### config.mk
export PLATFORM = sky130hd
export DESIGN_NAME = dcache_read_mux
export DESIGN_NICKNAME = d
export VERILOG_FILES = /design/src/dcache_mem_pkg.sv /design/src/dcache_read_mux.sv
export SDC_FILE = /design/constraint.sdc
export NUM_CORES = 1
export LEC_CHECK = 0
export BUFFER_PORTS_ARGS = -buffer_cell sky130_fd_sc_hd__buf_4
export CORE_AREA = 2 2 215 217
export CTS_BUF_LIST = sky130_fd_sc_hd__clkbuf_4 sky130_fd_sc_hd__clkbuf_8
export DETAILED_ROUTE_END_ITERATION = 8
export DIE_AREA = 0 0 217 219
export GPL_TIMING_DRIVEN = 0
export PLACE_DENSITY = 0.42
export RECOVER_POWER = 25
export SYNTH_ARGS = -nofsm -noshare
export SYNTH_HDL_FRONTEND = slang
export SYNTH_SLANG_ARGS = --single-unit
### constraint.sdc
create_clock -name clk_i -period 1.9 [get_ports clk_i]
set_input_delay 0.285 -clock clk_i [delete_from_list [all_inputs] [get_ports clk_i]]
set_output_delay 0.285 -clock clk_i [all_outputs]
set_load 0.03 [all_outputs]
### src/dcache_mem_pkg.sv
////////////////////////////////////////
// geometry constants of the write-through
// dcache memory: ports, ways, sets, tag,
// word, line and offset widths
////////////////////////////////////////

`default_nettype none

package dcache_mem_pkg;

  // read ports into the arbiter
  localparam int unsigned NUM_PORTS = 3;

  // set-associative organisation
  localparam int unsigned NUM_WAYS  = 4;
  localparam int unsigned NUM_SETS  = 16;
  localparam int unsigned IDX_WIDTH = 4;
  localparam int unsigned TAG_WIDTH = 8;

  // one cache word per data bank
  localparam int unsigned WORD_WIDTH = 32;
  localparam int unsigned WORD_BYTES = 4;
  localparam int unsigned NUM_BANKS  = 4;

  // full cache line
  localparam int unsigned LINE_WIDTH = 128;
  localparam int unsigned LINE_BYTES = 16;

  // byte offset in a line, upper bits pick the bank
  localparam int unsigned OFFSET_WIDTH   = 4;
  localparam int unsigned BANK_SEL_WIDTH = 2;

  // granted port number
  localparam int unsigned PORT_SEL_WIDTH = 2;

endpackage

`default_nettype wire

### src/dcache_read_mux.sv
////////////////////////////////////////
// read word selection: registered bank
// number, AND-OR way mux on hit bits
////////////////////////////////////////

`timescale 1ns/1ps
`default_nettype none

module dcache_read_mux import dcache_mem_pkg::*; (
  input  wire logic                                                clk_i,
  input  wire logic                                                rst_ni,
  input  wire logic                                                rd_gnt_i,
  input  wire logic [OFFSET_WIDTH-1:0]                             sel_off_i,
  input  wire logic [NUM_BANKS-1:0][NUM_WAYS-1:0][WORD_WIDTH-1:0]  bank_rdata_i,
  input  wire logic [NUM_WAYS-1:0]                                 rd_hit_oh_i,
  output logic      [WORD_WIDTH-1:0]                               rd_data_o
);

  logic [BANK_SEL_WIDTH-1:0] bank_q;
  logic                      data_vld_q;

  // only data reads arrive here, tag-only ones give 0
  always_ff @(posedge clk_i or negedge rst_ni) begin
    if (!rst_ni) begin
      bank_q     <= '0;
      data_vld_q <= 1'b0;
    end else begin
      data_vld_q <= rd_gnt_i;
      if (rd_gnt_i) begin
        bank_q <= sel_off_i[OFFSET_WIDTH-1 -: BANK_SEL_WIDTH];
      end
    end
  end

  // zero when no way hits
  always_comb begin
    rd_data_o = '0;
    for (int w = 0; w < NUM_WAYS; w++) begin
      rd_data_o |= bank_rdata_i[bank_q][w] & {WORD_WIDTH{rd_hit_oh_i[w] & data_vld_q}};
    end
  end

endmodule

`default_nettype wire

==> results of run 1 <==
[kinds of logic after synthesis]
group	Yosys count	share of synthesized area [%]
compound gates	128	19.48
mux	258	62.89
flops	3	1.826
buf+inv	54	8.737
simple gates	40	7.062
[layer usage]
layer	wire length [um]	track usage (%)	vias to the layer above	part of all wire [%]
met2	21530	29.54	389	52
met4	759	3.653	0	1.8
met3	2590	2.356	35	6.3
met5	0	0	-	0
met1	16420	18.13	3196	40
li1	-	-	3191	-
[stage by stage]
step | hold slack (ns) | utilization (%)
after floorplan | -0.01059 | -
after global placement | 0.07373 | 20.24
after detailed placement | 0.07440 | 20.24
after CTS | 0.1926 | 21.94
after global routing | 0.2278 | 23.40
final | 0.2242 | 23.41
[registers in the layout, indices dropped and copies added, names as in the netlist]
register / flops
bank_q: 2
data_vld_q: 1
[cell type report]
class	instances	area (um2)
multi-input cells	426	4164
diodes	1	2.502
well taps	600	750.7
plain buffers	54	768.2
fillers	5024	34530
clock buffers	4	48.80
repair buffers	587	4743
flip-flops and latches	3	77.57
[worst min path at each step]
stage                     depth (start not counted)  slack (ns)  startpoint    endpoint
final                                             1        0.22    rd_gnt_i  data_vld_q
after global routing                              1        0.23    rd_gnt_i  data_vld_q
after CTS                                         1        0.19    rd_gnt_i  data_vld_q
after detailed placement                          1        0.07      rst_ni  data_vld_q
after global placement                            1        0.07      rst_ni   bank_q[0]
after floorplan                                   0       -0.01      rst_ni   bank_q[0]
[cell usage in the layout (no fill, tap or decap)]
cell / synthesis / final
buf_4: 7 / 553
mux2i_1: 256 / 219
o22ai_1: 128 / 116
or4_4: 0 / 32
buf_12: 0 / 24
buf_6: 14 / 24
mux2i_2: 0 / 22
clkbuf_4: 0 / 15
mux2i_4: 0 / 15
o22ai_2: 0 / 11
buf_16: 0 / 8
clkbuf_16: 0 / 8
buf_2: 20 / 4
nand3b_1: 4 / 4
nand3_2: 0 / 3
buf_8: 0 / 3
clkbuf_8: 0 / 3
mux2_2: 2 / 2
dfrtp_2: 0 / 2
diode_2: 0 / 1
nand3_1: 4 / 1
clkbuf_2: 0 / 1
o22ai_4: 0 / 1
dfrtp_1: 3 / 1
dlygate4sd3_1: 0 / 1
clkbuf_1: 13 / 1
[timing repair]
item | in CTS | in global routing
buffers inserted | 8 | 16
gates resized for setup | 132 | 82
endpoints found under the setup margin | 32 | 32
hold buffers | 1 | 0
cloned | 3 | 8
hold endpoints to repair | 3 | 0
pin swaps | 5 | 25
[power by group through the flow]
stage | combinational, uW | clock, uW | sequential, uW
after floorplan | 1520 | 0 | 74.3
after global placement | 3090 | 0 | 77.7
after detailed placement | 3110 | 0 | 77.5
after CTS | 3460 | 208 | 77.4
after global routing | 3940 | 208 | 80.8
final | 3750 | 203 | 79.0
==> results.md, run 1 <==
- Status: finished with violations
- Violated checks: setup timing
- Crit path max fanout: 10
- Pwr Total: 4028 uW
- Setup_tns: -19.06 ns
- Worst reg2reg path depth: 4
- Post-DR wirelength/cell: 24.66 um
- Combinational Power Share: 93.0%
- Reg2reg setup slack: 0.57 ns
- Synth area leader: mux2i_1
- Power Internal: 2315 uW
- Crit-path slowest cell: or4_4
- DR vias: 6811
- Cell mode on critical path: buf_4
- Relative slew slack: 73.43%
- RSZ-0062 raised after global routing: true
- Final setup viols: 32
- Min setup slack post-route: -0.6466 ns
- Tmin final: 2.547 ns
- Worst slack at placement: -1.135 ns
- Crit-path max cell delay: 0.55 ns
- Pre-antenna DRT Iters: 4
- First-pass GRT wire length: 52320 um
- Clock sink count: 3
- DP Cell Count: 1635
- Reg2Reg Launch Point: bank_q[1]
- Gr usage total: 15.55%
- Post-route cell area: 0.01056 mm2
- Hold crit path type: in -> reg
- Skew final: 0 ns
- Hold Fails Final Rpt: 0
- Buf+Inv Stages, Crit Path: 4
- Initial antenna violation count: 1
- Worst setup endpoint: rd_data_o[6]
- Post-synthesis sequential area ratio: 1.826%
- Clock power share: 5.0%
- #FFs+latches synth: 3
- Post-Syn Nets: 1006
- CP Class: reg -> out
- PD cells: 381.6 mW/mm2
- Root Driver: clkbuf_8
- CP Capture Type: output port
- NumNets Final: 1598
- Fin crit share: 134.0%
- Max VDD drop: 0.1351 mV
- GRT overflow: 0
- Critical Path Source Type: register
- ANT nets after route: 0
- CTS buffer count: 3
- Crit path cell chain: buf_12, buf_4, buf_6, mux2i_1, o22ai_1, or4_4, buf_4
- Pleak: 0.005209 uW
- Row count: 78
- Vias per std cell: 4.066
- Max-Cap Viols: 0
- WP depth: 7
- Clock Path Buffers: 2
- DPL Wire Length: 33150 um
- CP Data Arrival Time: 2.26 ns
- Worst Setup SP: bank_q[1]
- Initial drt markers: 236
- Switch share: 42.52%
- Top cell type's share of synthesized area: 62.34%
- Placed inst area: 0.009125 mm2
- Count of cell types in the netlist: 11
- Clk_lat worst skew: 0.22 ns
- Mapped Area: 0.004110 mm2
- Die area: 0.04752 mm2
- Number of flops mapped to enable cells by yosys: 0
- Vias in the first global route: 7280
- Core ar.: 0.04509 mm2
- Drt drc: 0
- Chip width: 217 um
- Post-Syn Instances: 483
- Final Non-Filler Cells: 1675
- IO Pins: 555
- Largest net degree at the start of global routing: 11
- Syn Area/Cell: 8.510 um2
- Most frequent cell after synthesis: mux2i_1
- CTS tree: done
- Die Y: 219 um
- Final Slew Violations: 0
- Max frequency: 392.7 MHz
- CP delay by family, top: buffers and inverters
- Fraction of layout cells with a size suffix above 1: 68.06%
- Final wirelength: 41300 um
- CP required: 1.62 ns
- RePlAce Congestion: 0.8409
- Clock-pin slew on the worst setup and hold paths: 0.03 ns
- Top post-synthesis cells by count: mux2i_1 (256), o22ai_1 (128), or4_1 (32)
- Critical R2R Capture: bank_q[1]
- Synth area leaders: mux2i_1 (62%), o22ai_1 (19%), or4_1 (5.8%), buf_6 (3.8%), buf_2 (2.4%)
- Worst slew pin tran: 0.3985 ns
- Synth-to-layout area growth: 156.8%
- Starting Density: 9.116%
- Sw power: 1712 uW
- CTS H-tree lvls: 1
- Ys Warns: 0
- IO Port Bufs: 552
- Asr flop ratio synth: 100.0%
- Ys flop type: dfrtp_1
- Seq pwr share: 2.0%
(Power assumes the default switching activity.)
==> inputs of run 2 (changes only) <==
ABC_AREA = 1   (was unset)
CORE_AREA = 2 2 216 218   (was 2 2 215 217)
DIE_AREA = 0 0 218 220   (was 0 0 217 219)
PLACE_DENSITY = 0.5   (was 0.42)
==> results.md, run 2 <==
- WP depth: 12 (+5)
- Critical R2R Capture: bank_q[1]
- Asr flop ratio synth: 100.0% (unchanged)
- Reg2Reg Launch Point: bank_q[1]
- Syn Area/Cell: 4.145 um2 (-51%)
- Pleak: 0.009557 uW (+83%)
- Row count: 79 (+1.3%)
- Combinational Power Share: 94.5% (+1.5 points)
- Clock sink count: 3 (unchanged)
- Min setup slack post-route: -0.2650 ns (+0.3816 ns)
- Most common cell after layout, fill and taps aside: nand2_1
- Critical Path Source Type: register
- Flip-flop count of the largest register after layout: 2 (unchanged)
- Clock power share: 4.1% (-0.9 points)
- Synth area leader: nand2_1
- Fin crit share: 113.9% (-20 points)
- Post-DR wirelength/cell: 18.66 um (-24%)
- Post-Syn Nets: 2333 (+130%)
- Ys flop type: dfrtp_1
- Switch share: 53.37% (+11 points)
- Die Y: 220 um (+0.46%)
- Fillers: 5490 (+9.3%)
- Initial drt markers: 553 (+130%)
- CTS buffer count: 3 (unchanged)
- CP required: 1.62 ns (about the same)
- Pre-antenna DRT Iters: 7 (+3)
- Worst reg2reg path depth: 4 (unchanged)
- PD cells: 349.1 mW/mm2 (-8.5%)
- IO Pins: 555 (unchanged)
- Gr usage total: 21.91% (+6.4 points)
- Final Non-Filler Cells: 2991 (+79%)
- Hold Fails Final Rpt: 0 (unchanged)
- Clock Path Buffers: 2 (unchanged)
- Final wirelength: 55810 um (+35%)
- Fin util: 30.73% (+7.3 points)
- Clk_lat worst skew: 0.22 ns (about the same)
- Sw power: 2625 uW (+53%)
- Crit path cell chain: buf_6, inv_12, buf_16, buf_12, nand2_1, nand3_1, nand2_1, nand2_1, nand2_1, inv_1, nand2_2, buf_6
- Chip width: 218 um (+0.46%)
- Power Internal: 2294 uW (-0.92%)
- Crit path max fanout: 8 (-2)
- Crit-path max cell delay: 0.36 ns (-0.19 ns)
- Top cell type's share of synthesized area: 43.53% (-19 points)
- Worst Setup SP: bank_q[0]
- Count of cell types in the netlist: 12 (+1)
- Core ar.: 0.04586 mm2 (+1.7%)
- Post-synthesis sequential area ratio: 1.001% (-0.83 points)
- Biggest regs: bank_q x2, data_vld_q x1
- Cell mode on critical path: nand2_1
- Mapped Area: 0.007502 mm2 (+83%)
- CTS tree: done
- Worst setup endpoint: rd_data_o[8]
- IO Port Bufs: 552 (unchanged)
- RePlAce Congestion: 0.9256 (+10%)
- CP Capture Type: output port
- Root Driver: clkbuf_8
- Status: finished with violations
- Min-delay src: rd_gnt_i
- Fraction of layout cells with a size suffix above 1: 37.63% (-30 points)
- Vias in the first global route: 12070 (+66%)
- Seq pwr share: 1.5% (-0.5 points)
- Vias per std cell: 4.073 (+0.15%)
- Synth-to-layout area growth: 87.84%
- Die area: 0.04796 mm2 (+0.92%)
- Final Slew Violations: 0 (unchanged)
- Relative slew slack: 76.82% (+3.4 points)
- Max frequency: 461.9 MHz (+18%)
- Synth area leaders: nand2_1 (44%), inv_1 (29%), nand3_1 (17%), buf_6 (4.5%), buf_2 (3.0%)
- Most frequent cell after synthesis: nand2_1
- First-pass GRT wire length: 77020 um (+47%)
- Drt drc: 0 (unchanged)
- Worst slack at placement: -0.4927 ns (+0.6422 ns)
- Pwr Total: 4919 uW (+22%)
- Post-Syn Instances: 1810 (+270%)
- DR vias: 12180 (+79%)
- Clock-pin slew on the worst setup and hold paths: 0.03 ns (about the same)
- Max VDD drop: 0.1980 mV (+47%)
- #FFs+latches synth: 3 (unchanged)
- DP Cell Count: 2969 (+82%)
- Initial antenna violation count: 0 (-1)
- Largest register by flop count: bank_q
- Ys Warns: 0 (unchanged)
- CP delay by family, top: buffers and inverters
- Largest net degree at the start of global routing: 11 (unchanged)
- GRT overflow: 0 (unchanged)
- DPL Wire Length: 46980 um (+42%)
- CTS H-tree lvls: 1 (unchanged)
- Reg2reg setup slack: 0.74 ns (+0.17 ns)
- Violated checks: setup timing
- Skew final: 0 ns (unchanged)
- CP Data Arrival Time: 1.88 ns (-0.38 ns)
- Crit-path slowest cell: dfrtp_1
- Ant diodes: 0 (-1)
- Buf+Inv Stages, Crit Path: 6 (+2)
- ANT nets after route: 0 (unchanged)
- Worst slew pin tran: 0.3477 ns (-0.05075 ns)
- Top post-synthesis cells by count: nand2_1 (870), inv_1 (581), nand3_1 (256)
- Max-Cap Viols: 0 (unchanged)
- Number of flops mapped to enable cells by yosys: 0 (unchanged)
- Starting Density: 16.36% (+7.2 points)
- NumNets Final: 2908 (+82%)
- Tmin final: 2.165 ns (-0.3816 ns)
- Final setup viols: 32 (unchanged)
- Most frequent cells in the layout: nand2_1 (726), inv_1 (550), buf_4 (541)
- CP Class: reg -> out
- RSZ-0062 raised after global routing: true
- Hold crit path type: in -> reg
-- run 2: changes by cell type in the layout (fill, tap and decap cells not counted), moves of 29 or more --
cell / before / now
nand2_2: 0 / 121
or4_4: 32 / 0
o22ai_1: 116 / 0
nand3_1: 1 / 204
nand2_1: 0 / 726
nand3_2: 3 / 51
mux2i_1: 219 / 0
inv_1: 0 / 550
buf_6: 24 / 53
-- run 2: logic make-up (layout without fill, tap and decap cells) --
kind of cell    Yosys count  after routing  synth area share [%]
compound gates            2              2                0.1334
buf+inv                 679           1253                 38.26
flops                     3              3                 1.001
simple gates           1126           1126                 60.61
-- run 2: worst reg2reg max path, cell delays in order, from the launching register on --
cell,delay (ns)
dfrtp_1,0.39
inv_1,0.14
buf_4,0.22
buf_8,0.19
o21ai_0,0.09
-- run 2: power by group through the flow --
stage / Combinational (uW) / Clock, uW / Sequential [uW]
2_1_floorplan: 1940 / 0 / 72.2
3_3_place_gp: 3920 / 0 / 73.1
3_5_place_dp: 3920 / 0 / 73.0
4_1_cts: 4460 / 205 / 72.6
5_1_grt: 5030 / 209 / 74.2
6_report: 4650 / 200 / 73.1
-- run 2: layer usage --
layer  wire length [um]  GRT usage [%]  up-vias
met5                  0              0        -
met4                569          2.585        0
met3               3227          2.912       27
met2              27800          40.60      468
met1              24210          27.50     5511
li1                   -              -     6175
-- run 2: layout make-up --
type                       instances  area, um2  area share [%]
tap                              607      759.5           5.389
multi-input combinational       1128       5300           37.61
inverter                         582       2205           15.64
sequential                         3      75.07          0.5327
buffer                            96       1106           7.849
clock buffer                       4      48.80          0.3463
timing repair buffer             571       4598           32.63
-- run 2: worst min-delay path by stage --
stage                  to  slack, ns  cells past startpoint
4_1_cts        data_vld_q       0.21                      1
6_report       data_vld_q       0.26                      1
3_3_place_gp   data_vld_q       0.07                      1
5_1_grt        data_vld_q       0.27                      1
2_1_floorplan   bank_q[0]      -0.01                      0
3_5_place_dp   data_vld_q       0.08                      1
-- run 2: through the flow --
step | setup TNS [ns] | area [um2] | hold WS, ns
floorplan | 0 | 7502 | -0.01059
global placement | -10.77 | 12410 | 0.07419
detailed placement | -10.53 | 12410 | 0.07581
CTS | -8.720 | 13530 | 0.2098
global route | -9.254 | 14090 | 0.2702
finish | -6.432 | 14090 | 0.2602
-- run 2: what timing repair did --
item | in CTS | in global routing
setup endpoints to repair | 32 | 32
resized for setup | 264 | 177
pin swaps | 37 | 31
gates cloned | 7 | 2
hold buffers | 1 | 0
hold endpoints to repair | 3 | 0
buffers inserted | 9 | 3
==> inputs of run 3 (changes only) <==
GPL_TIMING_DRIVEN = unset   (was 0)
REMOVE_ABC_BUFFERS = 1   (was unset)
SKIP_LAST_GASP = 1   (was unset)
==> results.md, run 3 (same netlist as run 2, synthesis figures left out) <==
- First-pass GRT wire length: 58660 um (-24%)
- CTS buffer count: 3 (unchanged)
- DR vias: 11920 (-2.1%)
- Post-route cell area: 0.01363 mm2 (-3.3%)
- Pre-antenna DRT Iters: 4 (-3)
- Min setup slack post-route: -0.2391 ns (+0.02594 ns)
- Initial antenna violation count: 0 (unchanged)
- Pleak: 0.009368 uW (-2.0%)
- Fraction of layout cells with a size suffix above 1: 31.07% (-6.6 points)
- Clock power share: 4.6% (+0.5 points)
- Most common cell after layout, fill and taps aside: nand2_1
- Placed inst area: 0.01241 mm2 (about the same)
- RSZ-0062 raised after global routing: true
- CP Class: reg -> out
- Post-DR wirelength/cell: 14.47 um (-22%)
- Vias in the first global route: 11180 (-7.4%)
- Crit path max fanout: 7 (-1)
- IO Port Bufs: 552 (unchanged)
- Vias per std cell: 4.020 (-1.3%)
- Worst slew pin tran: 0.3950 ns (+0.04724 ns)
- Skew final: 0 ns (unchanged)
- Biggest regs: bank_q x2, data_vld_q x1
- Setup_tns: -5.611 ns (+0.8214 ns)
- Ant diodes: 0 (unchanged)
- Reg2Reg Launch Point: bank_q[0]
- Power Internal: 2212 uW (-3.6%)
- Max-Cap Viols: 0 (unchanged)
- NumNets Final: 2883 (-0.86%)
- Die Y: 220 um (unchanged)
- IO Pins: 555 (unchanged)
- Row count: 79 (unchanged)
- Clock-pin slew on the worst setup and hold paths: 0.03 ns (about the same)
- CP required: 1.62 ns (about the same)
- Hold Fails Final Rpt: 0 (unchanged)
- Clk_lat worst skew: 0.22 ns (about the same)
- Initial drt markers: 555 (+0.36%)
- CTS tree: done
- Clock sink count: 3 (unchanged)
- Switch share: 49.52% (-3.9 points)
- Max VDD drop: 0.5552 mV (+180%)
- Flip-flop count of the largest register after layout: 2 (unchanged)
- CP Data Arrival Time: 1.85 ns (-0.03 ns)
- Reg area: 82.58 um2 (+10%)
- Die area: 0.04796 mm2 (unchanged)
- Seq pwr share: 1.9% (+0.4 points)
- Most frequent cells in the layout: nand2_1 (822), inv_1 (573), buf_4 (549)
- Root Driver: clkbuf_8
- Chip width: 218 um (unchanged)
- Area of the multi-input gates: 0.004847 mm2 (-8.5%)
- Largest register by flop count: bank_q
- Final Slew Violations: 0 (unchanged)
- Worst reg2reg path depth: 4 (unchanged)
- Reg2reg setup slack: 0.72 ns (-0.02 ns)
- Worst hold stages: 1 (unchanged)
- GRT overflow: 0 (unchanged)
- Largest net degree at the start of global routing: 63 (+52)
- Final wirelength: 42910 um (-23%)
- Critical Path Source Type: register
- Clock Path Buffers: 2 (unchanged)
- CP Capture Type: output port
- Fin util: 29.72% (-1.0 points)
- Status: finished with violations
- Max frequency: 467.5 MHz (+1.2%)
- Synth-to-layout area growth: 81.69%
- Hold crit path type: in -> reg
- Worst setup endpoint: rd_data_o[15]
- Worst Setup SP: bank_q[0]
- Relative slew slack: 73.67% (-3.1 points)
- Fillers: 5337 (-2.8%)
- PD cells: 321.4 mW/mm2 (-7.9%)
- Violated checks: setup timing
- Combinational Power Share: 93.5% (-1.0 points)
- DPL Wire Length: 31670 um (-33%)
- RePlAce Congestion: 0.9835 (+6.3%)
- Min Hold Slack: 0.2529 ns (-0.007284 ns)
- Drt drc: 0 (unchanged)
- ANT nets after route: 0 (unchanged)
- Worst slack at placement: -0.04604 ns (+0.4467 ns)
- Gr usage total: 15.38% (-6.5 points)
- Tmin final: 2.139 ns (-0.02594 ns)
- Starting Density: 16.36% (unchanged)
- Sw power: 2169 uW (-17%)
- Final setup viols: 32 (unchanged)
- Critical R2R Capture: bank_q[0]
- Fin crit share: 112.6% (-1.4 points)
- CTS H-tree lvls: 1 (unchanged)
- Core ar.: 0.04586 mm2 (unchanged)
## run 3: worst max-delay path, cell delays in order (launching register included)
cell and delay, ns:
dfrtp_4 0.49, buf_12 0.16, buf_12 0.15, buf_16 0.15
buf_8 0.13, nand2_2 0.05, nand3_2 0.09, nand2_2 0.07
nand2_1 0.05, nand2_1 0.07, inv_1 0.04, nand2_2 0.06
buf_6 0.13
## run 3: cell type report
cell class,instances,share of cell area (%)
multi-input combinational,1128,35.56
timing repair buffer,640,41.41
inverter,582,16.31
timing repair inverter,2,0.1836
tap,607,5.572
sequential,3,0.6058
clock buffer,4,0.3580
## run 3: routing by layer
metal	wire length, um	share of wire [%]	vias to the layer above	track usage (%)
li1	-	-	6132	-
met1	18560	43	5291	19.92
met2	20830	49	450	27.22
met3	2641	6.2	50	1.587
met4	873	2.0	0	3.628
met5	0	0	-	0
## run 3: power by group through the flow
| stage | Sequential [uW] | Combinational [uW] | Clock [uW] |
|---|---|---|---|
| after floorplan | 210 | 1710 | 0 |
| after global placement | 85.1 | 3520 | 0 |
| after detailed placement | 85.5 | 3520 | 0 |
| after CTS | 90.7 | 3670 | 205 |
| after global routing | 82.7 | 4500 | 212 |
| final | 82.0 | 4100 | 201 |
## run 3: worst min path at each step
stage	startpoint	endpoint
2_1_floorplan	rst_ni	bank_q[0]
3_3_place_gp	rst_ni	data_vld_q
3_5_place_dp	rst_ni	data_vld_q
4_1_cts	rd_gnt_i	data_vld_q
5_1_grt	rd_gnt_i	data_vld_q
6_report	rd_gnt_i	data_vld_q
## run 3: through the flow
stage                     cells  total power [uW]
after floorplan            1713              1915
after global placement     2932              3601
after detailed placement   2932              3605
after CTS                  2945              3967
after global routing       2966              4793
final                      2966              4381
## run 3: repair_timing
| action | in CTS | in global routing |
|---|---|---|
| hold endpoints to repair | 3 | 0 |
| hold buffers | 1 | 0 |
| resized for setup | 21 | 135 |
| pin swaps | 0 | 54 |
| setup endpoints to repair | 32 | 32 |
| setup buffers | 3 | 4 |
| gates cloned | 5 | 19 |
